--- config.mk ---
export PLATFORM = sky130hd
export DESIGN_NAME = frame_capture
export DESIGN_NICKNAME = d
export VERILOG_FILES = /design/src/rx_pkg.sv /design/src/frame_capture.sv
export SDC_FILE = /design/constraint.sdc
export NUM_CORES = 1
export LEC_CHECK = 0
export BUFFER_PORTS_ARGS = -buffer_cell sky130_fd_sc_hd__buf_2
export CORE_MARGIN = 2
export CORE_UTILIZATION = 49
export CTS_CLUSTER_DIAMETER = 120
export DETAILED_ROUTE_END_ITERATION = 10
export PLACE_DENSITY = 0.73
export SYNTH_ARGS = -nofsm -noshare
export SYNTH_HDL_FRONTEND = slang
export SYNTH_SLANG_ARGS = --single-unit
export TNS_END_PERCENT = 5
--- constraint.sdc ---
create_clock -name clk -period 3.4 [get_ports clk]
set_input_delay 0.34 -clock clk [delete_from_list [all_inputs] [get_ports clk]]
set_output_delay 0.34 -clock clk [all_outputs]
set_load 0.02 [all_outputs]
--- src/rx_pkg.sv ---
package rx_pkg;

	// ========================================================================
	// receive side types
	// ========================================================================

	typedef logic [7:0] byte_t;     // one data byte
	typedef logic [7:0] addr_t;     // payload byte address
	typedef logic [8:0] len_t;      // payload length, 0..255
	typedef logic [2:0] copy_id_t;  // copy number, 0 is none

	localparam int NUM_COPIES = 5;

	typedef logic [NUM_COPIES-1:0] copy_mask_t;  // bit n is copy n+1

	// one write into the copy buffers
	typedef struct packed {
		logic     en;
		copy_id_t copy;
		addr_t    addr;
		byte_t    data;
	} wr_req_t;

	// end of a stored frame
	typedef struct packed {
		logic     valid;
		copy_id_t copy;
		len_t     len;
	} frame_end_t;

endpackage

--- src/frame_capture.sv ---
module frame_capture #(
	parameter int ID_OFFSET = 22
) (
	input  logic               clk,
	input  logic               rst_n,
	input  logic               rx_en,
	input  rx_pkg::byte_t      rx_data,
	input  logic               capture_en,
	output rx_pkg::wr_req_t    wr_req,
	output rx_pkg::frame_end_t frame_end
);
	import rx_pkg::*;

	localparam int CNT_W = $clog2(ID_OFFSET + 2);

	logic             en_q;
	byte_t            data_q;
	logic [CNT_W-1:0] cnt;       // saturates one past the id byte
	logic             keep;      // frame accepted at its first byte
	logic             keep_now;
	logic             id_ok;
	copy_id_t         id;        // 0 while no valid id seen
	len_t             pay_len;   // also the next write address

	assign keep_now = (cnt == '0) ? capture_en : keep;
	assign id_ok = (data_q[3:0] != 4'd0) && (data_q[3:0] <= 4'(NUM_COPIES));

	always_ff @(posedge clk) begin
		data_q <= rx_data;
	end

	// ========================================================================
	// byte counting, id detect, buffer writes
	// ========================================================================

	always_ff @(posedge clk) begin
		if (!rst_n) begin
			en_q      <= 1'b0;
			cnt       <= '0;
			keep      <= 1'b0;
			id        <= '0;
			pay_len   <= '0;
			wr_req    <= '0;
			frame_end <= '0;
		end else begin
			en_q            <= rx_en;
			wr_req.en       <= 1'b0;
			frame_end.valid <= 1'b0;
			if (en_q) begin
				keep <= keep_now;
				if (cnt <= CNT_W'(ID_OFFSET))
					cnt <= cnt + 1'b1;
				if (cnt == CNT_W'(ID_OFFSET))
					id <= (keep_now && id_ok) ? data_q[2:0] : '0;  // high nibble ignored
				if (cnt == CNT_W'(ID_OFFSET + 1) && id != '0 && pay_len != len_t'(255)) begin
					wr_req.en   <= 1'b1;
					wr_req.copy <= id;
					wr_req.addr <= addr_t'(pay_len);
					wr_req.data <= data_q;
					pay_len     <= pay_len + 1'b1;
				end
			end else if (cnt != '0) begin
				// rx_en just fell
				frame_end.valid <= (id != '0) && (pay_len != '0);
				frame_end.copy  <= id;
				frame_end.len   <= pay_len;
				cnt             <= '0;
				id              <= '0;
				pay_len         <= '0;
			end
		end
	end

endmodule

==> results.py <==
metrics = {
    "sta": {
        "fin_crit_sh": 0.7751,
        "max_freq_mhz": 379.4,
        "worst_pin_slew_ps": 503.8,
        "clock_skew_ps": 8.788,
        "hold_viol": 0,
        "final_max_slew_viol_count": 0,
        "setup-violations-final": 0,
        "period_minus_slack_ps": 2635,
        "tns_ps": 0,
        "rsz0062_at_grt": "false",
        "relSlewSlack": 0.6637,
    },
    "clocking": {
        "htreeDepth": 3,
        "cts.reportedPaths.clkPinSlew_ps": 70,
        "clock-sinks": 60,
        "cts.repair.resized": 0,
        "cts_post_setup_buffers_inserted": 0,
        "cts_buffers": 9,
        "clk-insertion-delay-late_ps": 340,
        "cts_buffer_depth": 2,
        "clock-root-buffer": "clkbuf_8",
        "hold_buffers": 0,
        "cts_tree": "yes",
    },
    "critical_path": {
        "ff2ff_setup_slack_ps": 760,
        "r2r_start": "pay_len[1]",
        "worstPathArrival_ps": 2890,
        "worstPathMaxFanout": 12,
        "worstSetupPathType": "register to register",
        "reg2reg_depth": 10,
        "required_ps": 3660,
        "rr_endpoint": "pay_len[5]",
        "cp-start-kind": "register",
        "crit_path_end_kind": "register",
    },
    "synthesis": {
        "synth_fa_ha_area_frac": 0.03210,
        "synthCells": 276,
        "synthSimpleGateAreaFrac": 0.2451,
        "synth.top_cell.area_share": 0.5136,
        "yosysTopAreaCell": "dfxtp_1",
        "synth_top_family_by_area": "simple AND/OR/NAND/NOR gates",
        "synth_cell_types": 37,
        "yosys_warnings": 0,
        "synthXorXnorAreaFrac": 0,
        "postSynthNetCount": 294,
        "ys_seq_elements": 60,
        "synth-compound-area-share": 0.1482,
        "synth_area_leaders": "dfxtp_1, nand2_1, a21oi_1",
        "synth_mux_area_frac": 0.008561,
        "ys_seq_area_frac": 0.5136,
        "syn_area_um2": 2338,
        "synth_area_per_cell_um2": 8.473,
    },
    "floorplanning": {
        "coreArea_um2": 4661,
        "start_util": 0.5017,
        "dieArea_um2": 5341,
        "die_x_um": 73.08,
        "io_pins": 45,
        "row_count": 25,
        "die_h_um": 73.08,
    },
    "final_layout": {
        "diodes": 0,
        "area_delta_synth_final_pct": 17.98,
        "final_common_cell": "nand2_1",
        "multi_input_comb_area_um2": 1015,
        "drive_gt1_frac": 0.2074,
        "final_cell_mix": "nand2_1, dfxtp_1, buf_2, a21oi_1, nand3_1",
        "fillers": 427,
        "finish.net_count": 336,
        "seq_area_um2": 1201,
    },
    "drt": {
        "finalWirelength_um": 5107,
        "drt_iter0_drc": 132,
        "dr_wl_met3_um": 289,
        "drc": 0,
        "drt_first_pass_iters": 4,
        "ant_nets": 0,
        "wl_met1_um": 2158,
        "vias_per_cell": 5.440,
        "highest_layer": "met4",
        "wl_met2_um": 2522,
        "wl_per_cell_um": 13.55,
        "dr_total_vias": 2051,
    },
    "placement": {
        "gp_congestion": 0.8157,
        "place_hpwl_um": 3310,
        "io_buffer_count": 44,
    },
    "grt": {
        "antenna_found_initial": 0,
        "track_usage": 0.2182,
        "grt_pass1_vias": 1914,
        "grt_max_degree": 30,
        "grt_pass1_wl_um": 8645,
        "grt_overflow": 0,
    },
    "hold_path": {
        "holdCritPathClass": "input pin to register",
        "holdPathStages": 1,
        "hp-start": "rx_data[6]",
        "min_to": "data_q[6]",
    },
    "power": {
        "powerDensity_nw_per_um2": 497.1,
        "vdd_ir_drop_max_uv": 343.6,
        "finalPower_mw": 1.371,
        "p_leak_nw": 1.158,
    },
    "status": {
        "outcome": "finished clean",
    },
    "run": {
        "cap_violations": 0,
    },
}
-- synth_stat cells, drive strengths merged --
master and instances:
nand2 72, dfxtp 60, a21oi 38, nand3 14, nor2 11, clkbuf 10
inv 9, and3 8, buf 8, ha 6, a22o 3, a31oi 3
and3b 3, nand4 3, o21a 3, o21ai 3, mux2i 2, nand4b 2
nor4 2, or3 2, a211o 1, a211oi 1, a311oi 1, a31o 1
a32oi 1, a41oi 1, and2 1, nand2b 1, nor3 1, nor4b 1
o211ai 1, o22ai 1, o31a 1, or2 1
-- cells by family (layout without fill, tap and decap cells) --
family / count (synthesis) / count (layout)
AO/OA/AOI/OAI: 59 / 59
adder cells (fa/ha/maj): 6 / 6
buffers and inverters: 27 / 74
flip-flops: 60 / 60
multiplexers: 2 / 2
AND/OR/NAND/NOR: 122 / 122
-- critical path, cell delays in order (launching register included) --
cell	delay, ps
dfxtp_1	470
ha_1	230
and3_1	200
and3_1	210
and3_1	190
ha_1	150
and3b_1	200
nand3_1	290
buf_4	250
nand2_1	100
a311oi_1	260
-- cell type report --
cell class / instances / share of cell area
Multi-Input combinational cell: 189 / 0.3678
Timing Repair Buffer: 49 / 0.09342
Sequential cell: 60 / 0.4354
Tap cell: 54 / 0.02449
Clock buffer: 11 / 0.04762
Clock inverter: 5 / 0.01905
Inverter: 9 / 0.01224
-- power by group --
group | internal [mW] | leakage (nW) | switching [mW]
registers | 0.710 | 0.487 | 0.00733
clock network | 0.335 | 0.0931 | 0.274
logic | 0.0152 | 0.579 | 0.0299
-- how the worst max path moves through the flow --
stage	from	end	depth (start not counted)
2_1_floorplan	pay_len[0]	wr_req[18]	11
3_3_place_gp	pay_len[1]	pay_len[5]	10
5_1_grt	pay_len[1]	pay_len[5]	10
6_report	pay_len[1]	pay_len[5]	10
3_5_place_dp	pay_len[1]	pay_len[5]	10
4_1_cts	pay_len[1]	pay_len[5]	10
-- flip-flops by register name (all words and copies together) (netlist names) --
| name | count |
|---|---|
| id | 3 |
| frame_end | 13 |
| wr_req | 20 |
| keep | 1 |
| cnt | 5 |
| pay_len | 9 |
| data_q | 8 |
| en_q | 1 |
-- stage by stage --
stage / setup WS [ps] / std cells / util / instance area, um2 / hold slack (ps)
floorplan: 1164 / 276 / - / 2338 / 367.7
global placement: 887.7 / 361 / 0.5525 / 2575 / 421.3
detailed placement: 838.0 / 361 / 0.5525 / 2575 / 426.2
CTS: 795.9 / 377 / 0.5919 / 2759 / 85.25
global route: 584.8 / 377 / 0.5919 / 2759 / 78.76
finish: 764.5 / 377 / 0.5919 / 2759 / 96.26
-- metal layers --
layer  global-route usage  up-vias
li1                     -     1022
met1               0.2422      943
met2               0.3724       70
met3              0.06492       16
met4               0.1173        0
met5                    0        -
No activity file was read; power rests on OpenSTA's default activity.
