**src/rx_pkg.sv**
```systemverilog
package rx_pkg;

	// ========================================================================
	// receive side types
	// ========================================================================

	typedef logic [7:0] byte_t;     // one data byte
	typedef logic [7:0] addr_t;     // payload byte address
	typedef logic [8:0] len_t;      // payload length, 0..255
	typedef logic [2:0] copy_id_t;  // copy number, 0 is none

	localparam int NUM_COPIES = 5;

	typedef logic [NUM_COPIES-1:0] copy_mask_t;  // bit n is copy n+1

	// one write into the copy buffers
	typedef struct packed {
		logic     en;
		copy_id_t copy;
		addr_t    addr;
		byte_t    data;
	} wr_req_t;

	// end of a stored frame
	typedef struct packed {
		logic     valid;
		copy_id_t copy;
		len_t     len;
	} frame_end_t;

endpackage

```
**src/vote_pkg.sv**
```systemverilog
package vote_pkg;

	import rx_pkg::*;

	localparam int NUM_PAIRS = NUM_COPIES * (NUM_COPIES - 1) / 2;

	typedef logic [NUM_PAIRS-1:0] pair_mask_t;        // 12, 13, 14, 15, 23 .. 45
	typedef byte_t [NUM_COPIES-1:0] copy_bytes_t;      // one byte per buffer

	typedef struct packed {
		logic     done;
		logic     lost;
		logic     found;
		copy_id_t winner;
	} vote_result_t;

	// bit position of pair (a, b) in a pair_mask_t, copies counted from 0
	function automatic int pair_index(int a, int b);
		int lo;
		int hi;
		int idx;
		lo = (a < b) ? a : b;
		hi = (a < b) ? b : a;
		idx = 0;
		for (int i = 0; i < lo; i++)
			idx += NUM_COPIES - 1 - i;  // pairs that start below lo
		return (lo == hi) ? 0 : idx + hi - lo - 1;
	endfunction

endpackage

```
**src/vote_ctrl.sv**
```systemverilog
module vote_ctrl #(
	parameter int MIN_AGREE = 3
) (
	input  logic                                  clk,
	input  logic                                  rst_n,
	input  rx_pkg::frame_end_t                    frame_end,
	input  vote_pkg::pair_mask_t                  agree,
	output logic                                  capture_en,
	output logic                                  scan_clear,
	output logic                                  scan_run,
	output rx_pkg::addr_t                         scan_addr,
	output rx_pkg::len_t [rx_pkg::NUM_COPIES-1:0] lens,
	output rx_pkg::copy_mask_t                    received,
	output vote_pkg::vote_result_t                result,
	output rx_pkg::len_t                          winner_len
);
	import rx_pkg::*;
	import vote_pkg::*;

	typedef enum logic [2:0] {
		S_COLLECT,
		S_CLEAR,
		S_SCAN,
		S_DRAIN,
		S_DECIDE,
		S_REPLAY
	} state_t;

	state_t   state;
	len_t     max_len;      // scan length
	len_t     wait_cnt;     // replay time left
	logic     close_group;
	logic     found;
	copy_id_t winner;
	len_t     pick_len;

	assign close_group = frame_end.valid && (frame_end.copy == copy_id_t'(NUM_COPIES));
	assign capture_en  = (state == S_COLLECT) && !close_group;  // also drops a frame starting now
	assign scan_clear  = (state == S_CLEAR);
	assign scan_run    = (state == S_SCAN);

	// ========================================================================
	// winner choice, lowest copy with enough partners
	// ========================================================================

	always_comb begin
		int votes;
		found  = 1'b0;
		winner = '0;
		for (int c = NUM_COPIES - 1; c >= 0; c--) begin
			votes = 0;
			for (int o = 0; o < NUM_COPIES; o++) begin
				if (o != c && agree[pair_index(c, o)])
					votes++;
			end
			if (received[c] && votes >= MIN_AGREE - 1) begin
				found  = 1'b1;
				winner = copy_id_t'(c + 1);  // later passes hold lower copies
			end
		end
	end

	assign pick_len = found ? lens[winner - 3'd1] : '0;

	// ========================================================================
	// group and scan sequencing
	// ========================================================================

	always_ff @(posedge clk) begin
		if (!rst_n) begin
			state     <= S_COLLECT;
			received  <= '0;
			max_len   <= '0;
			scan_addr <= '0;
			wait_cnt  <= '0;
			result    <= '0;
		end else begin
			result <= '0;
			case (state)
				S_COLLECT: begin
					if (frame_end.valid) begin
						received[frame_end.copy - 3'd1] <= 1'b1;
						if (frame_end.len > max_len)
							max_len <= frame_end.len;
						if (close_group)
							state <= S_CLEAR;
					end
				end
				S_CLEAR: begin
					scan_addr <= '0;
					state     <= S_SCAN;
				end
				S_SCAN: begin
					if (len_t'(scan_addr) == max_len - 1'b1)
						state <= S_DRAIN;
					else
						scan_addr <= scan_addr + 1'b1;
				end
				S_DRAIN: state <= S_DECIDE;  // last bytes still in flight
				S_DECIDE: begin
					result.done   <= 1'b1;
					result.lost   <= !(&agree);
					result.found  <= found;
					result.winner <= winner;
					wait_cnt      <= pick_len + len_t'(2);
					received      <= '0;
					max_len       <= '0;
					state         <= found ? S_REPLAY : S_COLLECT;
				end
				S_REPLAY: begin
					if (wait_cnt == '0)
						state <= S_COLLECT;
					else
						wait_cnt <= wait_cnt - 1'b1;
				end
				default: state <= S_COLLECT;
			endcase
		end
	end

	always_ff @(posedge clk) begin
		if (state == S_COLLECT && frame_end.valid)
			lens[frame_end.copy - 3'd1] <= frame_end.len;
		if (state == S_DECIDE)
			winner_len <= pick_len;
	end

endmodule

```
**config.mk**
```make
export PLATFORM = sky130hd
export DESIGN_NAME = vote_ctrl
export DESIGN_NICKNAME = d
export VERILOG_FILES = /design/src/rx_pkg.sv /design/src/vote_pkg.sv /design/src/vote_ctrl.sv
export SDC_FILE = /design/constraint.sdc
export NUM_CORES = 1
export LEC_CHECK = 0
export ABC_AREA = 1
export BUFFER_PORTS_ARGS = -buffer_cell sky130_fd_sc_hd__buf_2
export CORE_MARGIN = 4
export CORE_UTILIZATION = 30
export CTS_BUF_LIST = sky130_fd_sc_hd__clkbuf_4 sky130_fd_sc_hd__clkbuf_8
export DETAILED_ROUTE_END_ITERATION = 12
export SKIP_CTS_REPAIR_TIMING = 1
export SYNTH_ARGS = -nofsm -noshare
export SYNTH_HDL_FRONTEND = slang
export SYNTH_SLANG_ARGS = --single-unit
```
**constraint.sdc**
```tcl
create_clock -name clk -period 4.8 [get_ports clk]
set_input_delay 0.24 -clock clk [delete_from_list [all_inputs] [get_ports clk]]
set_output_delay 0.24 -clock clk [all_outputs]
set_load 0.005 [all_outputs]
```
==> metrics.cfg <==
[floorplan]
initial_utilization_pct = 30.9
io_pins = 101
fp.dieH_microns = 142
dieWidth_microns = 142
core_sq_um = 17500
die_area_sq_um = 20200
rows = 48

[pwr]
p_leak_nw = 2.97
power_frac_seq_pct = 45.7
p_clk_share_pct = 29.9
peakVddDrop_mv = 0.137
comb_power_share_pct = 24.3
swShare_pct = 31.9
power_density_nw_per_um2 = 316
p_int_w = 0.00138
switchingPower_w = 0.000647

[logic_synthesis]
yosys.area.top_type_share_pct = 30.0
synth.area.top_cells = edfxtp_1, dfxtp_1, nand2_1
synthDistinctLibCells = 43
synth_fp_nets = 717
synth_common_cells = nand2_1, inv_1, nor2_1
synth_most_common_cell = nand2_1
synthesis.area_sq_um = 5400
seq_area_frac_synth_pct = 44.9
syn_inst = 658
yosys.area.top_type = edfxtp_1
synth_area_per_cell_sq_um = 8.21
synth-main-ff-cell = edfxtp_1
synth_warnings = 0
synth_seq_cells = 94
synthArstFlopShare_pct = 0
synth_edf_count = 54

[clocking]
htreeDepth = 3
clkLatencyLatePin_ps = 370
cts-root-buf = clkbuf_8
tritoncts = yes
cts_buffers = 9
clk_path_buf_depth = 2
cts.sinks = 94
path_clk_slew_ps = 100

[routing]
routed_via_density = 4.66
met3_length_microns = 798
drtPass1Iterations = 5
postRouteAntennaNets = 0
wl_met1_microns = 6900
drt-total-wl_microns = 14900
drc = 0
vias = 4637
drt-initial-drc-count = 282
wl_per_cell_microns = 15.0
top_layer_used = met4
met2_length_microns = 7000

[finish]
diodes = 0
drive_gt1_share_pct = 20.3
area_delta_synth_final_pct = 18.7
layoutNonFillerInstCount = 995
finalNetCount = 824
fill_cells = 1812

[critical_path]
worstPathArrival_ps = 3990
cpMaxStageDelayCell = ha_1
cp_num_buf_inv = 5
cp_max_fo = 26
crit_required_ps = 5040
rr_endpoint = wait_cnt[7]
crit_path_end_kind = flip-flop
critical-path-max-stage-delay_ps = 320
path_delay_family = simple AND/OR/NAND/NOR gates
rrSetupSlack_ps = 1710
reg2reg_from = received[4]
critPathKind = in2reg
reg2reg_depth = 23
worstSetupStartpointType = primary input
crit_top_cell = nand2_1

[grt]
antenna_found_initial = 0
grt_first_pass_wirelength_microns = 23400
grt_pass1_vias = 4338
grt_max_degree = 27
grt_use_total_pct = 14.8
grt_overflow = 0

[placement]
dp.cells = 979
hpwl_microns = 11800
io_buffers = 100
gp_congestion = 0.867

[timing]
relSlewSlack_pct = 27.8
final-setup-viol-count = 0
rsz0062_at_grt = false
tns_ps = 0
hold_viol_final = 0
fin_crit_ps = 3750
skew_ps = 17.7
drv_slew = 0
tightest_slew_ps = 1080
fmax_ghz = 0.266
finalCritPeriodShare_pct = 78.2

[hold_path]
min_path_type = in2reg
holdPathStages = 1
min_to = lens[18]
hold_start = frame_end[0]

[job]
cap_violations = 0

[status]
status = completed

-- state kept, by name (all words and copies together), names as in the netlist --
register,flops
received,5
lens,45
winner_len,9
result,6
wait_cnt,9
state,3
max_len,9
scan_addr,8
-- power by group through the flow --
stage | combinational [W] | sequential, W | clock (W)
6_report | 0.000494 | 0.000928 | 0.000607
5_1_grt | 0.000567 | 0.000933 | 0.000656
3_5_place_dp | 0.000493 | 0.000946 | 0
4_1_cts | 0.000496 | 0.000928 | 0.000629
3_3_place_gp | 0.000489 | 0.000946 | 0
2_1_floorplan | 0.000355 | 0.000938 | 0
-- per-layer routing --
layer,up-vias,global-route usage [%]
met4,0,4.39
li1,2371,-
met1,2133,20.2
met3,14,2.79
met2,119,24.0
met5,-,0
-- through the flow --
step	setup WS [ps]	power (W)	area [sq um]	util, %	hold WS [ps]
2_1_floorplan	774	0.00129	5400	-	339
3_3_place_gp	805	0.00143	6180	35.4	474
3_5_place_dp	671	0.00144	6180	35.4	477
4_1_cts	1070	0.00205	6410	36.7	109
5_1_grt	631	0.00216	6410	36.7	131
6_report	1050	0.00203	6410	36.7	137
-- placed cells by master, fill, tap and decap left out, types with 6 or more instances in the layout --
master,instances
edfxtp_1,54
dfxtp_1,40
xor2_1,21
a21oi_1,29
o21ai_0,24
ha_1,34
mux2i_1,6
nor3_1,16
buf_2,100
nand2_1,131
nand4_1,8
nor2_1,84
nand3_1,42
nor2_4,6
buf_4,8
clkbuf_8,10
nand2_2,14
inv_1,87
-- cell families (layout without fill, tap and decap cells) --
logic type	after synthesis	in the layout	share of synthesized area, %
flops	94	94	44.9
mux	6	6	1.11
compound gates	79	79	8.46
xor+xnor	25	25	4.05
buf+inv	102	214	7.39
simple gates	318	318	26.3
fa+ha+maj	34	34	7.88
-- final cells by class --
type | count | area [sq um] | area share [%]
inverter | 90 | 338 | 5.27
clock buffer | 10 | 138 | 2.15
tap | 225 | 282 | 4.39
timing repair buffer | 108 | 561 | 8.74
sequential | 94 | 2420 | 37.8
multi-input combinational | 462 | 2580 | 40.2
clock inverter | 6 | 93.8 | 1.46
-- how the worst max path moves through the flow --
stage | start | endpoint | slack [ps] | cells past startpoint
floorplan | agree[2] | wait_cnt[7] | 770 | 30
global route | agree[2] | wait_cnt[7] | 630 | 30
detailed placement | agree[2] | wait_cnt[7] | 670 | 30
CTS | agree[2] | wait_cnt[7] | 1070 | 30
finish | agree[2] | wait_cnt[7] | 1050 | 30
global placement | agree[2] | wait_cnt[7] | 810 | 30
Note: power is estimated with default switching activity, not from simulation.
