**src/rx_pkg.sv**
```systemverilog
package rx_pkg;

	// ========================================================================
	// receive side types
	// ========================================================================

	typedef logic [7:0] byte_t;     // one data byte
	typedef logic [7:0] addr_t;     // payload byte address
	typedef logic [8:0] len_t;      // payload length, 0..255
	typedef logic [2:0] copy_id_t;  // copy number, 0 is none

	localparam int NUM_COPIES = 5;

	typedef logic [NUM_COPIES-1:0] copy_mask_t;  // bit n is copy n+1

	// one write into the copy buffers
	typedef struct packed {
		logic     en;
		copy_id_t copy;
		addr_t    addr;
		byte_t    data;
	} wr_req_t;

	// end of a stored frame
	typedef struct packed {
		logic     valid;
		copy_id_t copy;
		len_t     len;
	} frame_end_t;

endpackage

```
**src/vote_pkg.sv**
```systemverilog
package vote_pkg;

	import rx_pkg::*;

	localparam int NUM_PAIRS = NUM_COPIES * (NUM_COPIES - 1) / 2;

	typedef logic [NUM_PAIRS-1:0] pair_mask_t;        // 12, 13, 14, 15, 23 .. 45
	typedef byte_t [NUM_COPIES-1:0] copy_bytes_t;      // one byte per buffer

	typedef struct packed {
		logic     done;
		logic     lost;
		logic     found;
		copy_id_t winner;
	} vote_result_t;

	// bit position of pair (a, b) in a pair_mask_t, copies counted from 0
	function automatic int pair_index(int a, int b);
		int lo;
		int hi;
		int idx;
		lo = (a < b) ? a : b;
		hi = (a < b) ? b : a;
		idx = 0;
		for (int i = 0; i < lo; i++)
			idx += NUM_COPIES - 1 - i;  // pairs that start below lo
		return (lo == hi) ? 0 : idx + hi - lo - 1;
	endfunction

endpackage

```
**src/pair_compare.sv**
```systemverilog
module pair_compare (
	input  logic                                  clk,
	input  logic                                  rst_n,
	input  logic                                  scan_clear,
	input  logic                                  scan_run,
	input  rx_pkg::addr_t                         scan_addr,
	input  vote_pkg::copy_bytes_t                 scan_bytes,
	input  rx_pkg::len_t [rx_pkg::NUM_COPIES-1:0] lens,
	input  rx_pkg::copy_mask_t                    received,
	output vote_pkg::pair_mask_t                  agree
);
	import rx_pkg::*;
	import vote_pkg::*;

	logic  run_q;   // lines up with scan_bytes
	addr_t addr_q;
	len_t  pos;

	assign pos = len_t'(addr_q);

	always_ff @(posedge clk) begin
		if (!rst_n)
			run_q <= 1'b0;
		else
			run_q <= scan_run;
	end

	always_ff @(posedge clk) begin
		addr_q <= scan_addr;
	end

	// one compare slice per copy pair
	for (genvar a = 0; a < NUM_COPIES; a++) begin : g_a
		for (genvar b = a + 1; b < NUM_COPIES; b++) begin : g_b
			localparam int P = pair_index(a, b);

			logic same;    // no differing byte seen in this scan
			logic in_len;

			assign in_len = (pos < lens[a]) && (pos < lens[b]);

			always_ff @(posedge clk) begin
				if (!rst_n || scan_clear)
					same <= 1'b1;
				else if (run_q && in_len && (scan_bytes[a] != scan_bytes[b]))
					same <= 1'b0;
			end

			assign agree[P] = received[a] && received[b] && (lens[a] == lens[b]) && same;
		end
	end

endmodule

```
**config.mk**
```make
export PLATFORM = sky130hd
export DESIGN_NAME = pair_compare
export DESIGN_NICKNAME = d
export VERILOG_FILES = /design/src/rx_pkg.sv /design/src/vote_pkg.sv /design/src/pair_compare.sv
export SDC_FILE = /design/constraint.sdc
export NUM_CORES = 1
export LEC_CHECK = 0
export ABC_AREA = 1
export BUFFER_PORTS_ARGS = -buffer_cell sky130_fd_sc_hd__buf_4
export CAP_MARGIN = 10
export CORE_AREA = 2 2 91 93
export DETAILED_ROUTE_END_ITERATION = 10
export DIE_AREA = 0 0 93 95
export PLACE_DENSITY = 0.83
export SYNTH_ARGS = -nofsm -noshare
export SYNTH_HDL_FRONTEND = slang
export SYNTH_SLANG_ARGS = --single-unit
```
**constraint.sdc**
```tcl
create_clock -name clk -period 1.8 [get_ports clk]
set_input_delay 0.27 -clock clk [delete_from_list [all_inputs] [get_ports clk]]
set_output_delay 0.27 -clock clk [all_outputs]
set_load 0.01 [all_outputs]
```
==> impl_metrics.ini, run 1 <==
[status]
status = complete, no violations

[drt]
avgViaCountPerCell = 5.448
vias = 5470
first_pass_iters = 5
wire_per_inst_um = 15.06
detail-route-antenna-nets = 0
drtIter0Drc = 447
drc = 0
route.final.wire_length_mm = 15.12

[worst_setup_path]
startpoint_type = register
timing.rr.start = addr_q[4]$_DFF_P_
cp.required_ps = 1940
cp.arrival_ps = 1840
end_kind = register
r2r_slack_ps = 100
crit_type = reg -> reg
worst_r2r_endpoint = g_a[3].g_b[4].same$_SDFFE_PP1P_
worst-r2r-cell-count = 9
worstPathMaxFanout = 5

[yosys]
synth_area_sq_mm = 0.004165
syn_inst = 788
avgSynthCellArea_sq_um = 5.286
synthDistinctLibCells = 28
synth_top_area_cell = nand2_1
synth_seq_area_share_pct = 9.132
yosys-top-cells-area = nand2_1, ha_1, nor2_1
synth_top_area_share_pct = 29.92
syn_nets = 925
synth-warning-count = 0
ys_ff_latch = 19

[grt]
grt_util_all_layers_pct = 33.63
grt_max_degree = 13
grt_pass1_wl_mm = 23.29
grt_antenna_before_repair = 0
grt_pass1_vias = 4808
overflow = 0

[finish]
fill_cells = 788
drive_gt1_share_pct = 22.80
area_delta_synth_final_pct = 23.97
nets = 1037
n_antenna_cell = 0
final_core_util_pct = 65.14

[sta]
fmax_mhz = 588.0
rsz0062_at_grt = no
slew_headroom_pct = 58.08
max_slew.worst_pin.slew_ps = 626.4
finalClockSkew_ps = 4.966
holdWs_ps = 99.12
fin_crit_sh_pct = 94.49
slew_violations = 0
finalSetupTns_ps = 0
period_needed_ps = 1701
finalHoldViolations = 0
finalSetupViolations = 0

[min_path]
min_path_type = in -> reg
min_from = scan_addr[5]
min_path_cells = 1
whs_endpoint = addr_q[5]$_DFF_P_

[clock_tree]
cts_root_buf = clkbuf_8
numCtsBuffers = 3
worstSkewPairLatency_ps = 270
cts_hold_buf = 0
post_cts_resized = 0
cts_max_path_buffers = 2
cts_setup_buffers = 0
cts.sinks = 19
cts_tree = built
clk_pin_slew_ps = 80
cts_max_level = 1

[placed_design]
hpwlAfterDp_mm = 12.80
place_congestion = 1.041
port_buffers = 111

[floorplan]
die_h_um = 95
coreArea_sq_mm = 0.007928
rows = 33
die_x_um = 93
dieArea_sq_mm = 0.008835
io_pins = 112
initial_utilization_pct = 52.54

[power]
power_leakage_nw = 2.945
vdd_drop_max_mv = 0.2774
p_per_area_mw_per_mm2 = 377.0

[run]
maxCapViolations = 0
==> cell usage in the layout, fill, tap and decap left out, types with 3 or more instances in the layout <==
master and count:
a21oi_1 8, a21oi_2 4, a221oi_1 12, a22oi_2 4
buf_4 124, clkbuf_8 3, dfxtp_1 19, ha_1 35
inv_1 51, inv_2 50, inv_4 5, nand2_1 332
nand3_1 48, nor2_1 112, nor2_2 5, nor3_1 7
nor3_2 5, o22ai_1 29, xnor2_1 20, xor2_1 18
==> cell usage after synthesis <==
cell type    n
a211oi_1     1
a21boi_2     1
a21oi_1      8
a21oi_2      4
a221oi_1    12
a22oi_2      4
buf_2        9
buf_6        5
clkbuf_1     3
clkinv_1     1
dfxtp_1     19
ha_1        35
inv_1       51
inv_2       50
inv_4        5
nand2_1    332
nand2_2      1
nand3_1     48
nand3_2      1
nand4_1      1
nor2_1     112
nor2_2       5
nor2_4       1
nor3_1       7
nor3_2       5
o22ai_1     29
xnor2_1     20
xor2_1      18
==> kinds of logic (layout without fill, tap and decap cells) <==
family                   after synthesis  count (layout)  share of synthesized area, %
AO/OA/AOI/OAI                         59              59                         10.33
flip-flops                            19              19                         9.132
AND/OR/NAND/NOR                      513             513                         49.38
XOR/XNOR                              38              38                         7.990
adder cells (fa/ha/maj)               35              35                         10.51
buffers and inverters                124             235                         12.65
==> state kept, by name, summed over array words and instances (netlist names) <==
signal,count
g_a.g_b.same,10
run_q,1
addr_q,8
==> routing by layer <==
metal	part of all wire (%)	track usage, %	vias up
met2	42	50.72	319
met5	0	0	-
li1	-	-	2701
met1	44	47.77	2416
met4	2.2	8.211	0
met3	12	8.619	34
==> worst max path at each step <==
stage                                            to         startpoint  depth (start not counted)  slack, ps
global route        g_a[3].g_b[4].same$_SDFFE_PP1P_  addr_q[4]$_DFF_P_                          9         10
CTS                 g_a[3].g_b[4].same$_SDFFE_PP1P_  addr_q[4]$_DFF_P_                          9        110
floorplan           g_a[0].g_b[1].same$_SDFFE_PP1P_            lens[6]                         11        250
global placement    g_a[0].g_b[1].same$_SDFFE_PP1P_            lens[7]                         11        110
detailed placement  g_a[2].g_b[3].same$_SDFFE_PP1P_           lens[25]                         11         80
finish              g_a[3].g_b[4].same$_SDFFE_PP1P_  addr_q[4]$_DFF_P_                          9        100
==> per-stage QoR <==
step	setup slack (ps)	cells	instance area [sq um]	power (mW)
2_1_floorplan	250.1	788	4165	1.134
3_3_place_gp	105.8	1000	5115	1.584
3_5_place_dp	76.91	1000	5115	1.597
4_1_cts	112.1	1004	5164	1.917
5_1_grt	13.13	1004	5164	2.093
6_report	99.22	1004	5164	1.947
==> worst max-delay path, stage by stage (launching register included) <==
cell and delay [ps]:
dfxtp_1 480, ha_1 310, a21oi_1 170, nand2_1 80
nand2_1 80, nand2_1 60, nor2_2 170, nand3_1 110
nand2_1 70, nand2_1 40
==> where the power goes <==
group | switching [mW] | leakage (nW) | internal, mW
logic | 0.689 | 2.77 | 0.474
clock network | 0.168 | 0.0217 | 0.157
registers | 0.0215 | 0.157 | 0.439
total | 0.878 | 2.94 | 1.07
==> final cells by class <==
type	instances	area, sq um	share of cell area, %
repair buffers	124	930.9	18.03
multi-input cells	645	3258	63.10
flip-flops and latches	19	380.4	7.366
clock inverters	1	7.507	0.1454
inverters	107	414.1	8.020
clock buffers	3	41.29	0.7996
well taps	105	131.4	2.544
Power figures use the tool's default switching activity.
==> inputs of run 2 (changes only) <==
--- a/config.mk
+++ b/config.mk
@@ -5,13 +5,13 @@
 export SDC_FILE = /design/constraint.sdc
 export NUM_CORES = 1
 export LEC_CHECK = 0
-export ABC_AREA = 1
+export ABC_AREA = 0
 export BUFFER_PORTS_ARGS = -buffer_cell sky130_fd_sc_hd__buf_4
 export CAP_MARGIN = 10
-export CORE_AREA = 2 2 91 93
+export CORE_AREA = 2 2 86 88
 export DETAILED_ROUTE_END_ITERATION = 10
-export DIE_AREA = 0 0 93 95
-export PLACE_DENSITY = 0.83
+export DIE_AREA = 0 0 88 90
+export PLACE_DENSITY = 0.82
 export SYNTH_ARGS = -nofsm -noshare
 export SYNTH_HDL_FRONTEND = slang
 export SYNTH_SLANG_ARGS = --single-unit
==> run 2 against run 1 <==
Synthesized area is 14% lower. Sequential power is 1% higher. Routed wire length is 22% lower. Non-clock buffer count is 7 higher. Register-to-register slack hardly changed. Global-route usage is 4.3 points lower. First-iteration DRC count is 48% lower. Cell area is 11% lower. Clock skew is 2.9 ps lower. Die area is 10% lower. Critical path type unchanged. Largest cell class unchanged.
==> impl_metrics.ini, run 2 <==
[placed_design]
dp_cells = 636
hpwlAfterDp_mm = 10.05
place_congestion = 1.042
place_ws_ps = -4.508
postPlaceCellArea_sq_mm = 0.004463
port_buffers = 111

[clock_tree]
cts_hold_buf = 0
worstSkewPairLatency_ps = 260
cts_root_buf = clkbuf_8
cts_tree = built
clk_pin_slew_ps = 70
cts.sinks = 19
numCtsBuffers = 3
cts_max_path_buffers = 2
cts_max_level = 1

[worst_setup_path]
timing.rr.start = addr_q[2]$_DFF_P_
startpoint_type = register
crit_top_cell = a21oi_1
cp.required_ps = 1950
worst-r2r-cell-count = 7
crit_path_top_delay_cell = dfxtp_2
r2r_slack_ps = 100
cp.arrival_ps = 1850
crit_type = reg -> reg
cpPeakStageDelay_ps = 360
end_kind = register
worst_r2r_endpoint = g_a[0].g_b[2].same$_SDFFE_PP1P_
worstPathMaxFanout = 5
worstPathCellList = ha_1, a21oi_1, o21ai_0, a21oi_1, buf_4, o211ai_1, a21o_1

[finish]
final_core_util_pct = 65.75
final_common_cell = buf_4
largest_reg_flops = 10
drive_gt1_share_pct = 28.60
fill_cells = 591
biggestRegsByFlops = g_a.g_b.same (10), addr_q (8), run_q (1)
multi_input_area_sq_mm = 0.002937
layoutNonFillerInstCount = 641
area_delta_synth_final_pct = 28.45
n_antenna_cell = 0
seq_area_sq_um = 384.1
top_register = g_a.g_b.same
final_cell_area_sq_mm = 0.004616
nets = 680
mostFrequentLayoutCells = buf_4, xnor2_1, xor2_1

[sta]
finalClockSkew_ps = 2.044
slew_headroom_pct = 72.65
rsz0062_at_grt = no
finalHoldViolations = 0
finalSetupTns_ps = 0
slew_violations = 0
finalSetupViolations = 0
fin_crit_sh_pct = 94.45
period_needed_ps = 1700
fmax_mhz = 588.2
holdWs_ps = 110.4
max_slew.worst_pin.slew_ps = 406.5
setup_slack_ps = 99.95

[drt]
route.final.wire_length_mm = 11.85
avgViaCountPerCell = 5.696
first_pass_iters = 5
drtIter0Drc = 233
detail-route-antenna-nets = 0
vias = 3651
wire_per_inst_um = 18.49
drc = 0

[floorplan]
coreArea_sq_mm = 0.007020
rows = 31
io_pins = 112
dieArea_sq_mm = 0.007920
initial_utilization_pct = 51.19
die_x_um = 88
die_h_um = 90

[grt]
grt_antenna_before_repair = 0
overflow = 0
grt_util_all_layers_pct = 29.37
grt_pass1_wl_mm = 18.24
grt_max_degree = 11
grt_pass1_vias = 3649

[yosys]
syn_nets = 590
synth-warning-count = 0
synthDistinctLibCells = 38
synth_area_sq_mm = 0.003593
yosys-top-cells-area = xnor2_1, xor2_1, ha_1
syn_inst = 453
synth_most_common_cell = xnor2_1
synth_seq_area_share_pct = 10.58
synthArstFlopShare_pct = 0
synth_top_area_cell = xnor2_1
avgSynthCellArea_sq_um = 7.933
ys_ff_latch = 19
synth-edff-count = 0
synthTopCellsByCount = xnor2_1, xor2_1, nand4_1
synth_top_area_share_pct = 27.79
synth_ff_type = dfxtp_1

[min_path]
min_path_type = in -> reg
whs_endpoint = addr_q[7]$_DFF_P_
min_from = scan_addr[7]
min_path_cells = 1

[power]
vdd_drop_max_mv = 0.2654
power_leakage_nw = 1.931
p_per_area_mw_per_mm2 = 394.1
power_mw = 1.819

[status]
status = complete, no violations

[run]
maxCapViolations = 0
## run 2: routing by layer
metal	share of wire (%)	track usage [%]
met1	40	37.37
met2	46	47.47
met3	8.0	4.040
met4	5.4	15.00
met5	0	0
## run 2: report_power, final
part / switching, mW / leakage, nW / total, mW / internal, mW
combinational: 0.526 / 1.75 / 1.06 / 0.529
clock: 0.140 / 0.0228 / 0.297 / 0.157
sequential: 0.0260 / 0.158 / 0.466 / 0.440
## run 2: how the worst max path moves through the flow
| stage | slack (ps) | from | cells past startpoint | to |
|---|---|---|---|---|
| after CTS | 2 | addr_q[4]$_DFF_P_ | 7 | g_a[0].g_b[2].same$_SDFFE_PP1P_ |
| after global placement | 40 | lens[4] | 8 | g_a[0].g_b[2].same$_SDFFE_PP1P_ |
| final | 100 | addr_q[2]$_DFF_P_ | 7 | g_a[0].g_b[2].same$_SDFFE_PP1P_ |
| after detailed placement | -5 | lens[4] | 8 | g_a[0].g_b[2].same$_SDFFE_PP1P_ |
| after floorplan | 20 | lens[15] | 8 | g_a[0].g_b[1].same$_SDFFE_PP1P_ |
| after global routing | 8 | addr_q[2]$_DFF_P_ | 7 | g_a[3].g_b[4].same$_SDFFE_PP1P_ |
## run 2: critical path, delay by kind of cell, from the launching register on
| family | cells | cell delay, ps |
|---|---|---|
| buffers and inverters | 1 | 150 |
| DFF | 1 | 360 |
| AOI/OAI and AO/OA | 5 | 790 |
| adders and majority gates | 1 | 300 |
## run 2: kinds of logic (layout without fill, tap and decap cells)
family          count (synthesis)  after routing  synth area share [%]
xor+xnor                      170            170                 41.43
flops                          19             19                 10.58
compound gates                 49             49                 9.575
fa+ha+maj                      35             35                 12.19
buf+inv                        83            172                 10.27
simple gates                   97             97                 15.95
## run 2: what timing repair did
item                       in CTS  in global routing
gates resized for setup         0                 16
setup endpoints to repair       0                  9
buffers inserted                0                  1
## run 2: cell type report
cell class / count / share of cell area, %
tap: 99 / 2.684
multi-input combinational: 351 / 63.62
inverter: 37 / 3.009
clock buffer: 4 / 0.9759
sequential: 19 / 8.322
timing repair buffer: 131 / 21.39
