==> src/rx_pkg.sv <==
package rx_pkg;

	// ========================================================================
	// receive side types
	// ========================================================================

	typedef logic [7:0] byte_t;     // one data byte
	typedef logic [7:0] addr_t;     // payload byte address
	typedef logic [8:0] len_t;      // payload length, 0..255
	typedef logic [2:0] copy_id_t;  // copy number, 0 is none

	localparam int NUM_COPIES = 5;

	typedef logic [NUM_COPIES-1:0] copy_mask_t;  // bit n is copy n+1

	// one write into the copy buffers
	typedef struct packed {
		logic     en;
		copy_id_t copy;
		addr_t    addr;
		byte_t    data;
	} wr_req_t;

	// end of a stored frame
	typedef struct packed {
		logic     valid;
		copy_id_t copy;
		len_t     len;
	} frame_end_t;

endpackage

==> src/vote_pkg.sv <==
package vote_pkg;

	import rx_pkg::*;

	localparam int NUM_PAIRS = NUM_COPIES * (NUM_COPIES - 1) / 2;

	typedef logic [NUM_PAIRS-1:0] pair_mask_t;        // 12, 13, 14, 15, 23 .. 45
	typedef byte_t [NUM_COPIES-1:0] copy_bytes_t;      // one byte per buffer

	typedef struct packed {
		logic     done;
		logic     lost;
		logic     found;
		copy_id_t winner;
	} vote_result_t;

	// bit position of pair (a, b) in a pair_mask_t, copies counted from 0
	function automatic int pair_index(int a, int b);
		int lo;
		int hi;
		int idx;
		lo = (a < b) ? a : b;
		hi = (a < b) ? b : a;
		idx = 0;
		for (int i = 0; i < lo; i++)
			idx += NUM_COPIES - 1 - i;  // pairs that start below lo
		return (lo == hi) ? 0 : idx + hi - lo - 1;
	endfunction

endpackage

==> src/replay_sender.sv <==
module replay_sender (
	input  logic                   clk,
	input  logic                   rst_n,
	input  vote_pkg::vote_result_t result,
	input  rx_pkg::len_t           winner_len,
	input  rx_pkg::byte_t          rd_byte,
	output rx_pkg::copy_id_t       rd_copy,
	output rx_pkg::addr_t          rd_addr,
	output rx_pkg::byte_t          data_out,
	output logic                   out_valid
);
	import rx_pkg::*;

	logic     start;
	logic     active;     // reads after the first one
	addr_t    addr_cnt;
	addr_t    last_addr;
	copy_id_t copy_q;
	logic     rd_valid;   // rd_byte holds a payload byte

	assign start   = result.done && result.found;
	assign rd_copy = start ? result.winner : copy_q;  // address 0 goes out on done
	assign rd_addr = active ? addr_cnt : '0;

	always_ff @(posedge clk) begin
		if (!rst_n) begin
			active    <= 1'b0;
			addr_cnt  <= '0;
			rd_valid  <= 1'b0;
			out_valid <= 1'b0;
			data_out  <= '0;
		end else begin
			rd_valid  <= start || active;
			out_valid <= rd_valid;
			data_out  <= rd_valid ? rd_byte : '0;
			if (start) begin
				addr_cnt <= addr_t'(1);
				active   <= (winner_len > len_t'(1));
			end else if (active) begin
				if (addr_cnt == last_addr)
					active <= 1'b0;
				addr_cnt <= addr_cnt + 1'b1;
			end
		end
	end

	always_ff @(posedge clk) begin
		if (start) begin
			copy_q    <= result.winner;
			last_addr <= addr_t'(winner_len - 1'b1);
		end
	end

endmodule

==> config.mk <==
export PLATFORM = sky130hd
export DESIGN_NAME = replay_sender
export DESIGN_NICKNAME = d
export VERILOG_FILES = /design/src/rx_pkg.sv /design/src/vote_pkg.sv /design/src/replay_sender.sv
export SDC_FILE = /design/constraint.sdc
export NUM_CORES = 1
export LEC_CHECK = 0
export BUFFER_PORTS_ARGS = -buffer_cell sky130_fd_sc_hd__buf_2
export CAP_MARGIN = 20
export CORE_MARGIN = 5
export CORE_UTILIZATION = 52
export DETAILED_ROUTE_END_ITERATION = 6
export PLACE_DENSITY = 0.82
export SLEW_MARGIN = 20
export SYNTH_ARGS = -nofsm -noshare
export SYNTH_HDL_FRONTEND = slang
export SYNTH_SLANG_ARGS = --single-unit
==> constraint.sdc <==
create_clock -name clk -period 2.5 [get_ports clk]
set_input_delay 0.5 -clock clk [delete_from_list [all_inputs] [get_ports clk]]
set_output_delay 0.5 -clock clk [all_outputs]
set_load 0.01 [all_outputs]
==> results.md, run 1 <==
* Outcome: completed
* # hold bufs at CTS at 0
* Max Slew Vio Count at 0
* Setup-failing EPs final at 0
* Clock power frac at 38.1%
* HP Class: in -> reg
* Post-Syn Nets at 146
* Peak supply drop at 0.000582 V
* Die W at 59.3 um
* Sw Share at 20.9%
* DRT iter0 DRCs at 20
* Crit path from: result[5]
* Cells after Synth at 118
* RSZ-0062 raised after global routing: false
* Kind of critical path: in -> out
* Yosys top cell area share at 34.8%
* Post-CTS Setup Inserts at 0
* # IOs at 45
* Dpl cells at 187
* Port-buffer cells at 43
* Final antenna diode count at 0
* Synth warnings at 0
* Worst reg2reg setup slack at 0.98 ns
* Largest stage delay, worst path at 0.40 ns
* Final WS setup at 0.447 ns
* Die area at 3520 um^2
* CP Depth at 5
* Die Y at 59.3 um
* Clock insertion delay at the later pin of the skew report at 0.32 ns
* Final Skew at 0.00966 ns
* CP top delay family: buffers and inverters
* FF-to-FF End: addr_cnt[7]
* Relative slew slack at 70.9%
* Clock tree buffer depth at 2
* Placement Cell Area at 1510 um^2
* CTS Root Cell: clkbuf_4
* Worst Max-Slew Pin Slew at 0.436 ns
* Detailed placement HPWL at 1900 um
* Setup TNS at 0 ns
* Setup Slack @ Placement at 0.432 ns
* Final WL at 2380 um
* DRC Markers at 0
* Finished Cell Area at 1590 um^2
* Post-CTS sizing at 0
* RePlAce Congestion at 0.788
* Gate power share at 9.2%
* Share of cells above drive strength 1 at 32.9%
* Core box area at 2280 um^2
* Yosys cell types at 26
* Antenna violations before repair at 0
* Worst setup path endpoint: rd_copy[0]
* H-tree depth at 2
* Worst R2R Start: active
* CTS tree: built
* Gr ovfl total at 0
* Syn-to-layout area delta at 25.9%
* Slowest CP cell: mux2_2
* Register area share after synthesis at 53.8%
* All-layer global routing usage at 16.3%
* Avg Cell Area, Syn at 10.7 um^2
* Area contributors post-synth: dfxtp_1 35%, edfxtp_1 19%, xnor2_1 7.6%, xor2_1 5.5%, and3_1 4.4%
* Initial Util at 55.6%
* Startpoint types: primary input
* Crit path max fanout at 13
* Most used cell, CP: buf_2
* Synth Register Bits at 30
* Final ANT Viol Nets at 0
* Clock transition at path regs at 0.10 ns
* Hold Fails Final Rpt at 0
* Cell taking the most area after synthesis: dfxtp_1
* Int Pwr at 814 uW
* Cts bufs inserted at 5
* Mapped cell area at 1270 um^2
* Most frequent cell after synthesis: dfxtp_1
* Buf+Inv Stages, Crit Path at 3
* Largest net degree at the start of global routing at 15
* DR vias at 951
* Drt first pass iters at 4
* Fmax at 0.487 GHz
* WL/cell at 12.2 um
* Post-synth top flop: dfxtp_1
* Nets at 194
* Vias in the first global route at 969
* Worst Path Arrival at 1.55 ns
* Total power at 1.03 mW
* EDFF count, synth at 8
* Vias/cell at 4.88
* Worst endpoint required time at 2.00 ns
* Tcrit/Tclk final at 82.1%
* Final critical path time including I/O delays and setup at 2.05 ns
* Site Rows at 17
* Pwr per Cell Area at 646 nW/um^2
* Post-synth ARST share at 0%
* Non-Filler Instances at 195
* Critical-path cell list: buf_2 -> nand2_1 -> inv_1 -> mux2_2 -> buf_2
* Max Cap Viol at 0
* R2R cell count at 4
* Worst Setup End Kind: primary output
* First-pass GRT wire length at 4160 um
* Flop pwr share at 52.7%
* Most frequent cells after synthesis: 22 x dfxtp_1, 11 x xnor2_1, 9 x and3_1, 9 x nor2_1
* Leakage Power at 0.735 nW
* Clock sink count at 30
* P_sw at 216 uW
## placed cells by master (no fill, tap or decap), drive strengths merged, types with 3 or more instances in the layout
master | netlist | final
buf | 0 | 43
dfxtp | 22 | 22
xnor2 | 11 | 11
nor2 | 9 | 9
and3 | 9 | 9
and2 | 9 | 9
xor2 | 8 | 8
edfxtp | 8 | 8
clkbuf | 2 | 7
nand2 | 6 | 6
inv | 5 | 5
o21ai | 4 | 4
nand3 | 4 | 4
mux2 | 3 | 3
or3 | 3 | 3
ha | 3 | 3
## kinds of logic after synthesis
group           after synthesis  synth area share (%)
compound gates                9                  4.25
flops                        30                  53.8
simple gates                 46                  20.4
xor+xnor                     19                  13.1
buf+inv                       7                  2.08
fa+ha+maj                     3                  2.96
mux                           4                  3.46
## worst min-delay path by stage
| stage | endpoint | cells past startpoint | startpoint | slack [ns] |
|---|---|---|---|---|
| after floorplan | addr_cnt[7] | 2 | addr_cnt[7] | 0.48 |
| after global placement | copy_q[2] | 1 | copy_q[2] | 0.45 |
| after detailed placement | copy_q[1] | 1 | copy_q[1] | 0.46 |
| after CTS | data_out[2] | 2 | rd_byte[2] | 0.38 |
| after global routing | data_out[3] | 2 | rd_byte[3] | 0.37 |
| final | data_out[7] | 2 | rd_byte[7] | 0.41 |
## per-layer routing
metal | routed length [um] | global-route usage [%] | vias up | part of all wire [%]
met4 | 58 | 8.74 | 0 | 2.4
met2 | 1160 | 26.2 | 28 | 49
li1 | - | - | 495 | -
met3 | 180 | 7.63 | 6 | 7.6
met5 | 0 | 0 | - | 0
met1 | 987 | 17.5 | 422 | 41
## worst reg2reg max path, stage by stage, from the launching register on
cell	delay, ns
dfxtp_1	0.58
and2_4	0.26
nand3_4	0.10
or3_1	0.36
a21oi_1	0.16
## cell type report
class / count / area, um^2
fill: 178 / 682
clock buffer: 7 / 55.1
multi-input combinational: 81 / 559
timing repair buffer: 43 / 215
inverter: 5 / 18.8
sequential: 30 / 681
clock inverter: 1 / 30.0
tap: 28 / 35.0
## power groups by stage
| stage | Sequential, mW | Combinational (mW) | Clock (mW) |
|---|---|---|---|
| 5_1_grt | 0.548 | 0.106 | 0.435 |
| 3_5_place_dp | 0.556 | 0.0955 | 0 |
| 2_1_floorplan | 0.551 | 0.0540 | 0 |
| 4_1_cts | 0.544 | 0.0960 | 0.405 |
| 6_report | 0.543 | 0.0944 | 0.392 |
| 3_3_place_gp | 0.554 | 0.0916 | 0 |
## sequential cells by signal, summed over array words and instances (netlist names)
signal / count
addr_cnt: 8
data_out: 8
last_addr: 8
copy_q: 3
active: 1
out_valid: 1
rd_valid: 1
## stage by stage
stage | util, % | hold slack (ns)
final | 70.0 | 0.410
after global routing | 70.0 | 0.371
after CTS | 70.0 | 0.385
after detailed placement | 66.3 | 0.459
after global placement | 66.3 | 0.454
after floorplan | - | 0.479
No activity file was read; power rests on OpenSTA's default activity.
==> inputs of run 2 (changes only) <==
--- a/config.mk
+++ b/config.mk
@@ -8,9 +8,9 @@
 export BUFFER_PORTS_ARGS = -buffer_cell sky130_fd_sc_hd__buf_2
 export CAP_MARGIN = 20
 export CORE_MARGIN = 5
-export CORE_UTILIZATION = 52
+export CORE_UTILIZATION = 43
 export DETAILED_ROUTE_END_ITERATION = 6
-export PLACE_DENSITY = 0.82
+export PLACE_DENSITY = 0.72
 export SLEW_MARGIN = 20
 export SYNTH_ARGS = -nofsm -noshare
 export SYNTH_HDL_FRONTEND = slang
==> constraint.sdc (replaced) <==
create_clock -name clk -period 1.7 [get_ports clk]
set_input_delay 0.34 -clock clk [delete_from_list [all_inputs] [get_ports clk]]
set_output_delay 0.34 -clock clk [all_outputs]
set_load 0.01 [all_outputs]
==> results.md, run 2 (synthesis gave the netlist of run 1 again) <==
* R2R cell count at 4 (unchanged)
* Startpoint types: primary input (unchanged)
* Worst Path Arrival at 1.20 ns (was 1.55 ns)
* FF-to-FF End: addr_cnt[7] (unchanged)
* Dpl cells at 192 (was 187)
* Antenna violations before repair at 0 (unchanged)
* Clock tree buffer depth at 2 (unchanged)
* Slowest CP cell: mux2_2 (unchanged)
* Largest stage delay, worst path at 0.36 ns (was 0.40 ns)
* Outcome: completed (unchanged)
* Initial Util at 45.5% (was 55.6%)
* Detailed placement HPWL at 2000 um (was 1900 um)
* Crit path from: result[3] (was result[5])
* Nets at 196 (was 194)
* Tcrit/Tclk final at 90.6%
* Crit path max fanout at 5 (was 13)
* Max Slew Vio Count at 0 (unchanged)
* Core box area at 2780 um^2 (was 2280 um^2)
* Syn-to-layout area delta at 25.4% (was 25.9%)
* Finished Cell Area at 1590 um^2 (about the same)
* Setup TNS at 0 ns (unchanged)
* Placement Cell Area at 1530 um^2 (was 1510 um^2)
* RePlAce Congestion at 0.718 (was 0.788)
* Peak supply drop at 0.000600 V (was 0.000582 V)
* DR vias at 985 (was 951)
* Worst reg2reg setup slack at 0.38 ns (was 0.98 ns)
* Max Cap Viol at 0 (unchanged)
* Filler Cell Count at 254 (was 178)
* Final ANT Viol Nets at 0 (unchanged)
* Relative slew slack at 75.7% (was 70.9%)
* Vias in the first global route at 1,073 (was 969)
* Worst Max-Slew Pin Slew at 0.360 ns (was 0.436 ns)
* Site Rows at 19 (was 17)
* Most used cell, CP: buf_2 (unchanged)
* Clock insertion delay at the later pin of the skew report at 0.31 ns (was 0.32 ns)
* Worst setup path endpoint: rd_copy[1] (was rd_copy[0])
* RSZ-0062 raised after global routing: false (unchanged)
* Total power at 1.37 mW (was 1.03 mW)
* Port-buffer cells at 43 (unchanged)
* Final WL at 2560 um (was 2380 um)
* Most common cell after layout, fill and taps aside: buf_2 (unchanged)
* Non-Filler Instances at 200 (was 195)
* Final antenna diode count at 0 (unchanged)
* CTS Root Cell: clkbuf_4 (unchanged)
* Leakage Power at 0.735 nW (about the same)
* Critical-path cell list: buf_2 -> nand2_1 -> inv_1 -> mux2_2 -> buf_2 (unchanged)
* Final Skew at 0.00737 ns (was 0.00966 ns)
* Worst R2R Start: active (unchanged)
* Hold Fails Final Rpt at 0 (unchanged)
* HP Class: in -> reg (unchanged)
* Die Y at 64.3 um (was 59.3 um)
* # hold bufs at CTS at 0 (unchanged)
* Share of cells above drive strength 1 at 33.7% (was 32.9%)
* Biggest regs: addr_cnt x8, data_out x8, last_addr x8 (unchanged)
* Clock transition at path regs at 0.09 ns (was 0.10 ns)
* Gr ovfl total at 0 (unchanged)
* # IOs at 45 (unchanged)
* Worst endpoint required time at 1.36 ns (was 2.00 ns)
* First-pass GRT wire length at 4550 um (was 4160 um)
* Fmax at 0.650 GHz
* Setup-failing EPs final at 0 (unchanged)
* DRT iter0 DRCs at 18 (was 20)
* Post-CTS sizing at 0 (unchanged)
* Commonest non-fill, non-tap cells in the layout: 43 x buf_2, 22 x dfxtp_1, 11 x xnor2_1 (unchanged)
* Worst Setup End Kind: primary output (unchanged)
* Cts bufs inserted at 5 (unchanged)
* All-layer global routing usage at 14.0% (was 16.3%)
* Clock sink count at 30 (unchanged)
* Pwr per Cell Area at 865 nW/um^2 (was 646 nW/um^2)
* WL/cell at 12.8 um (was 12.2 um)
* CTS tree: built (unchanged)
* H-tree depth at 2 (unchanged)
* Largest net degree at the start of global routing at 15 (unchanged)
* Drt first pass iters at 4 (unchanged)
* Kind of critical path: in -> out (unchanged)
* Post-CTS Setup Inserts at 0 (unchanged)
* DRC Markers at 0 (unchanged)
* Final critical path time including I/O delays and setup at 1.54 ns
* Hold_ws at 0.260 ns (was 0.410 ns)
* Die area at 4130 um^2 (was 3520 um^2)
* Vias/cell at 4.93 (was 4.88)
* Die W at 64.3 um (was 59.3 um)
* Hold path depth at 2 (unchanged)
==> run 2: cell types whose count changed in the layout (fill, tap and decap cells not counted) <==
cell | before | now
bufinv_16 | 1 | 0
buf_4 | 0 | 2
clkinv_2 | 0 | 1
==> run 2: layout make-up <==
type                       instances  area [um^2]  area share [%]
clock inverter                     1         5.00           0.315
inverter                           5         18.8            1.18
multi-input combinational         81          559            35.2
tap                               31         38.8            2.44
timing repair buffer              45          230            14.5
sequential                        30          681            42.9
clock buffer                       7         55.1            3.47
==> run 2: worst min-delay path by stage <==
stage                           start          end  slack, ns
after floorplan           addr_cnt[7]  addr_cnt[7]       0.48
after global placement      copy_q[0]    copy_q[0]       0.45
after detailed placement    copy_q[1]    copy_q[1]       0.46
after CTS                   result[0]    copy_q[0]       0.25
after global routing       rd_byte[6]  data_out[6]       0.24
final                      rd_byte[1]  data_out[1]       0.26
==> run 2: power breakdown <==
part / internal, mW / total [mW] / switching (mW)
sequential: 0.774 / 0.795 / 0.0218
clock: 0.200 / 0.431 / 0.231
combinational: 0.0759 / 0.147 / 0.0707
total: 1.05 / 1.37 / 0.324
==> run 2: worst max-delay path: cells and delay by family <==
kind,cells,cell delay (ns)
and+or+nand+nor,1,0.10
muxes,1,0.36
buffers and inverters,3,0.39
==> run 2: through the flow <==
step                      util [%]  worst slack [ns]
after floorplan                  -             0.262
after global placement        54.9             0.182
after detailed placement      54.9             0.143
after CTS                     57.1             0.141
after global routing          57.1            0.0340
final                         57.1             0.161
==> run 2: layer usage <==
layer	track usage, %	wire, um	vias to the layer above
li1	-	-	501
met4	7.38	27	0
met2	24.3	1300	30
met5	0	0	-
met1	14.6	1090	450
met3	5.25	147	4
==> inputs of run 3 (changes only) <==
--- a/config.mk
+++ b/config.mk
@@ -10,7 +10,7 @@
 export CORE_MARGIN = 5
 export CORE_UTILIZATION = 43
 export DETAILED_ROUTE_END_ITERATION = 6
-export PLACE_DENSITY = 0.72
+export PLACE_DENSITY = 0.73
 export SLEW_MARGIN = 20
 export SYNTH_ARGS = -nofsm -noshare
 export SYNTH_HDL_FRONTEND = slang
==> results.md, run 3 (synthesis gave the netlist of run 1 again) <==
* Outcome: completed (unchanged)
* Share of cells above drive strength 1 at 33.7% (unchanged)
* Die area at 4130 um^2 (unchanged)
* Core box area at 2780 um^2 (unchanged)
* Dpl cells at 192 (unchanged)
* Slowest CP cell: dfxtp_1 (was mux2_2)
* Setup TNS at 0 ns (unchanged)
* Commonest non-fill, non-tap cells in the layout: 43 x buf_2, 22 x dfxtp_1, 11 x xnor2_1 (unchanged)
* # IOs at 45 (unchanged)
* Detailed placement HPWL at 1830 um (was 2000 um)
* Worst Max-Slew Pin Slew at 0.325 ns (was 0.360 ns)
* Port-buffer cells at 43 (unchanged)
* WL/cell at 11.2 um (was 12.8 um)
* Largest stage delay, worst path at 0.41 ns (was 0.36 ns)
* All-layer global routing usage at 12.6% (was 14.0%)
* Post-CTS sizing at 0 (unchanged)
* R2R cell count at 4 (unchanged)
* Final Skew at 0.00899 ns (was 0.00737 ns)
* Initial Util at 45.5% (unchanged)
* Worst Setup End Kind: primary output (unchanged)
* Antenna violations before repair at 0 (unchanged)
* Hold Fails Final Rpt at 0 (unchanged)
* First-pass GRT wire length at 4130 um (was 4550 um)
* Die Y at 64.3 um (unchanged)
* HP Class: in -> reg (unchanged)
* Site Rows at 19 (unchanged)
* Final ANT Viol Nets at 0 (unchanged)
* Total power at 1.36 mW (was 1.37 mW)
* Nets at 196 (unchanged)
* Peak supply drop at 0.000665 V (was 0.000600 V)
* Vias in the first global route at 990 (was 1,073)
* Kind of critical path: reg -> out (was in -> out)
* Worst endpoint required time at 1.36 ns (about the same)
* DRT iter0 DRCs at 26 (was 18)
* Startpoint types: flip-flop (was primary input)
* Vias/cell at 4.79 (was 4.93)
* Cts bufs inserted at 5 (unchanged)
* Max Cap Viol at 0 (unchanged)
* Setup-failing EPs final at 0 (unchanged)
* Final WL at 2240 um (was 2560 um)
* Pwr per Cell Area at 855 nW/um^2 (was 865 nW/um^2)
* # hold bufs at CTS at 0 (unchanged)
* Non-Filler Instances at 200 (unchanged)
* Final antenna diode count at 0 (unchanged)
* Drt first pass iters at 4 (unchanged)
* Biggest regs: addr_cnt x8, data_out x8, last_addr x8 (unchanged)
* Most common cell after layout, fill and taps aside: buf_2 (unchanged)
* Relative slew slack at 78.1% (was 75.7%)
* RSZ-0062 raised after global routing: false (unchanged)
* RePlAce Congestion at 0.750 (was 0.718)
* Syn-to-layout area delta at 25.4% (unchanged)
* Clock transition at path regs at 0.09 ns (about the same)
* H-tree depth at 2 (unchanged)
* Clock sink count at 30 (unchanged)
* Largest net degree at the start of global routing at 15 (unchanged)
* DR vias at 958 (was 985)
* Fmax at 0.663 GHz (was 0.650 GHz)
* CTS tree: built (unchanged)
* Hold path depth at 2 (unchanged)
* Tcrit/Tclk final at 88.7% (was 90.6%)
* Clock insertion delay at the later pin of the skew report at 0.32 ns (was 0.31 ns)
* Post-CTS Setup Inserts at 0 (unchanged)
* Leakage Power at 0.735 nW (unchanged)
* Max Slew Vio Count at 0 (unchanged)
* Filler Cell Count at 248 (was 254)
* CTS Root Cell: clkbuf_4 (unchanged)
* Crit path max fanout at 9 (was 5)
* DRC Markers at 0 (unchanged)
* Final critical path time including I/O delays and setup at 1.51 ns (was 1.54 ns)
* Critical-path cell list: buf_4 -> and2_1 -> buf_2 (was buf_2 -> nand2_1 -> inv_1 -> mux2_2 -> buf_2)
* Clock tree buffer depth at 2 (unchanged)
* Gr ovfl total at 0 (unchanged)
* Die W at 64.3 um (unchanged)
* Worst Path Arrival at 1.17 ns (was 1.20 ns)
run 3: cell type report:
type	count	area, um^2	share of cell area (%)
inverters	5	18.8	1.18
flip-flops and latches	30	681	42.9
repair buffers	45	230	14.5
clock inverters	1	5.00	0.315
well taps	31	38.8	2.44
multi-input cells	81	559	35.2
clock buffers	7	55.1	3.47
run 3: through the flow:
step | hold slack [ns] | instance area [um^2] | util (%) | setup WS [ns]
detailed placement | 0.461 | 1530 | 54.9 | 0.189
floorplan | 0.479 | 1270 | - | 0.262
global route | 0.222 | 1590 | 57.1 | 0.0446
CTS | 0.238 | 1590 | 57.1 | 0.150
global placement | 0.453 | 1530 | 54.9 | 0.201
finish | 0.256 | 1590 | 57.1 | 0.192
run 3: per-layer routing:
layer | routed length [um] | track usage [%]
met1 | 933 | 14.4
met3 | 183 | 6.83
met4 | 25 | 3.82
met2 | 1100 | 20.0
met5 | 0 | 0
run 3: worst max-delay path: cells and delay by family (launching register included):
| family | cells | cell delay [ns] |
|---|---|---|
| flip-flops | 1 | 0.41 |
| buffers and inverters | 2 | 0.32 |
| AND/OR/NAND/NOR | 1 | 0.13 |
run 3: worst paths after layout:
check / from / slack (ns) / to
max: active / 0.19 / rd_addr[0]
min: result[1] / 0.26 / copy_q[1]
max reg2reg: active / 0.42 / addr_cnt[7]
min reg2reg: copy_q[1] / 0.48 / copy_q[1]
run 3: power by group:
part | total (mW) | leakage [nW] | switching, mW | internal [mW]
clock | 0.419 | 0.0353 | 0.219 | 0.200
sequential | 0.794 | 0.255 | 0.0209 | 0.774
combinational | 0.145 | 0.445 | 0.0688 | 0.0761
total | 1.36 | 0.735 | 0.308 | 1.05
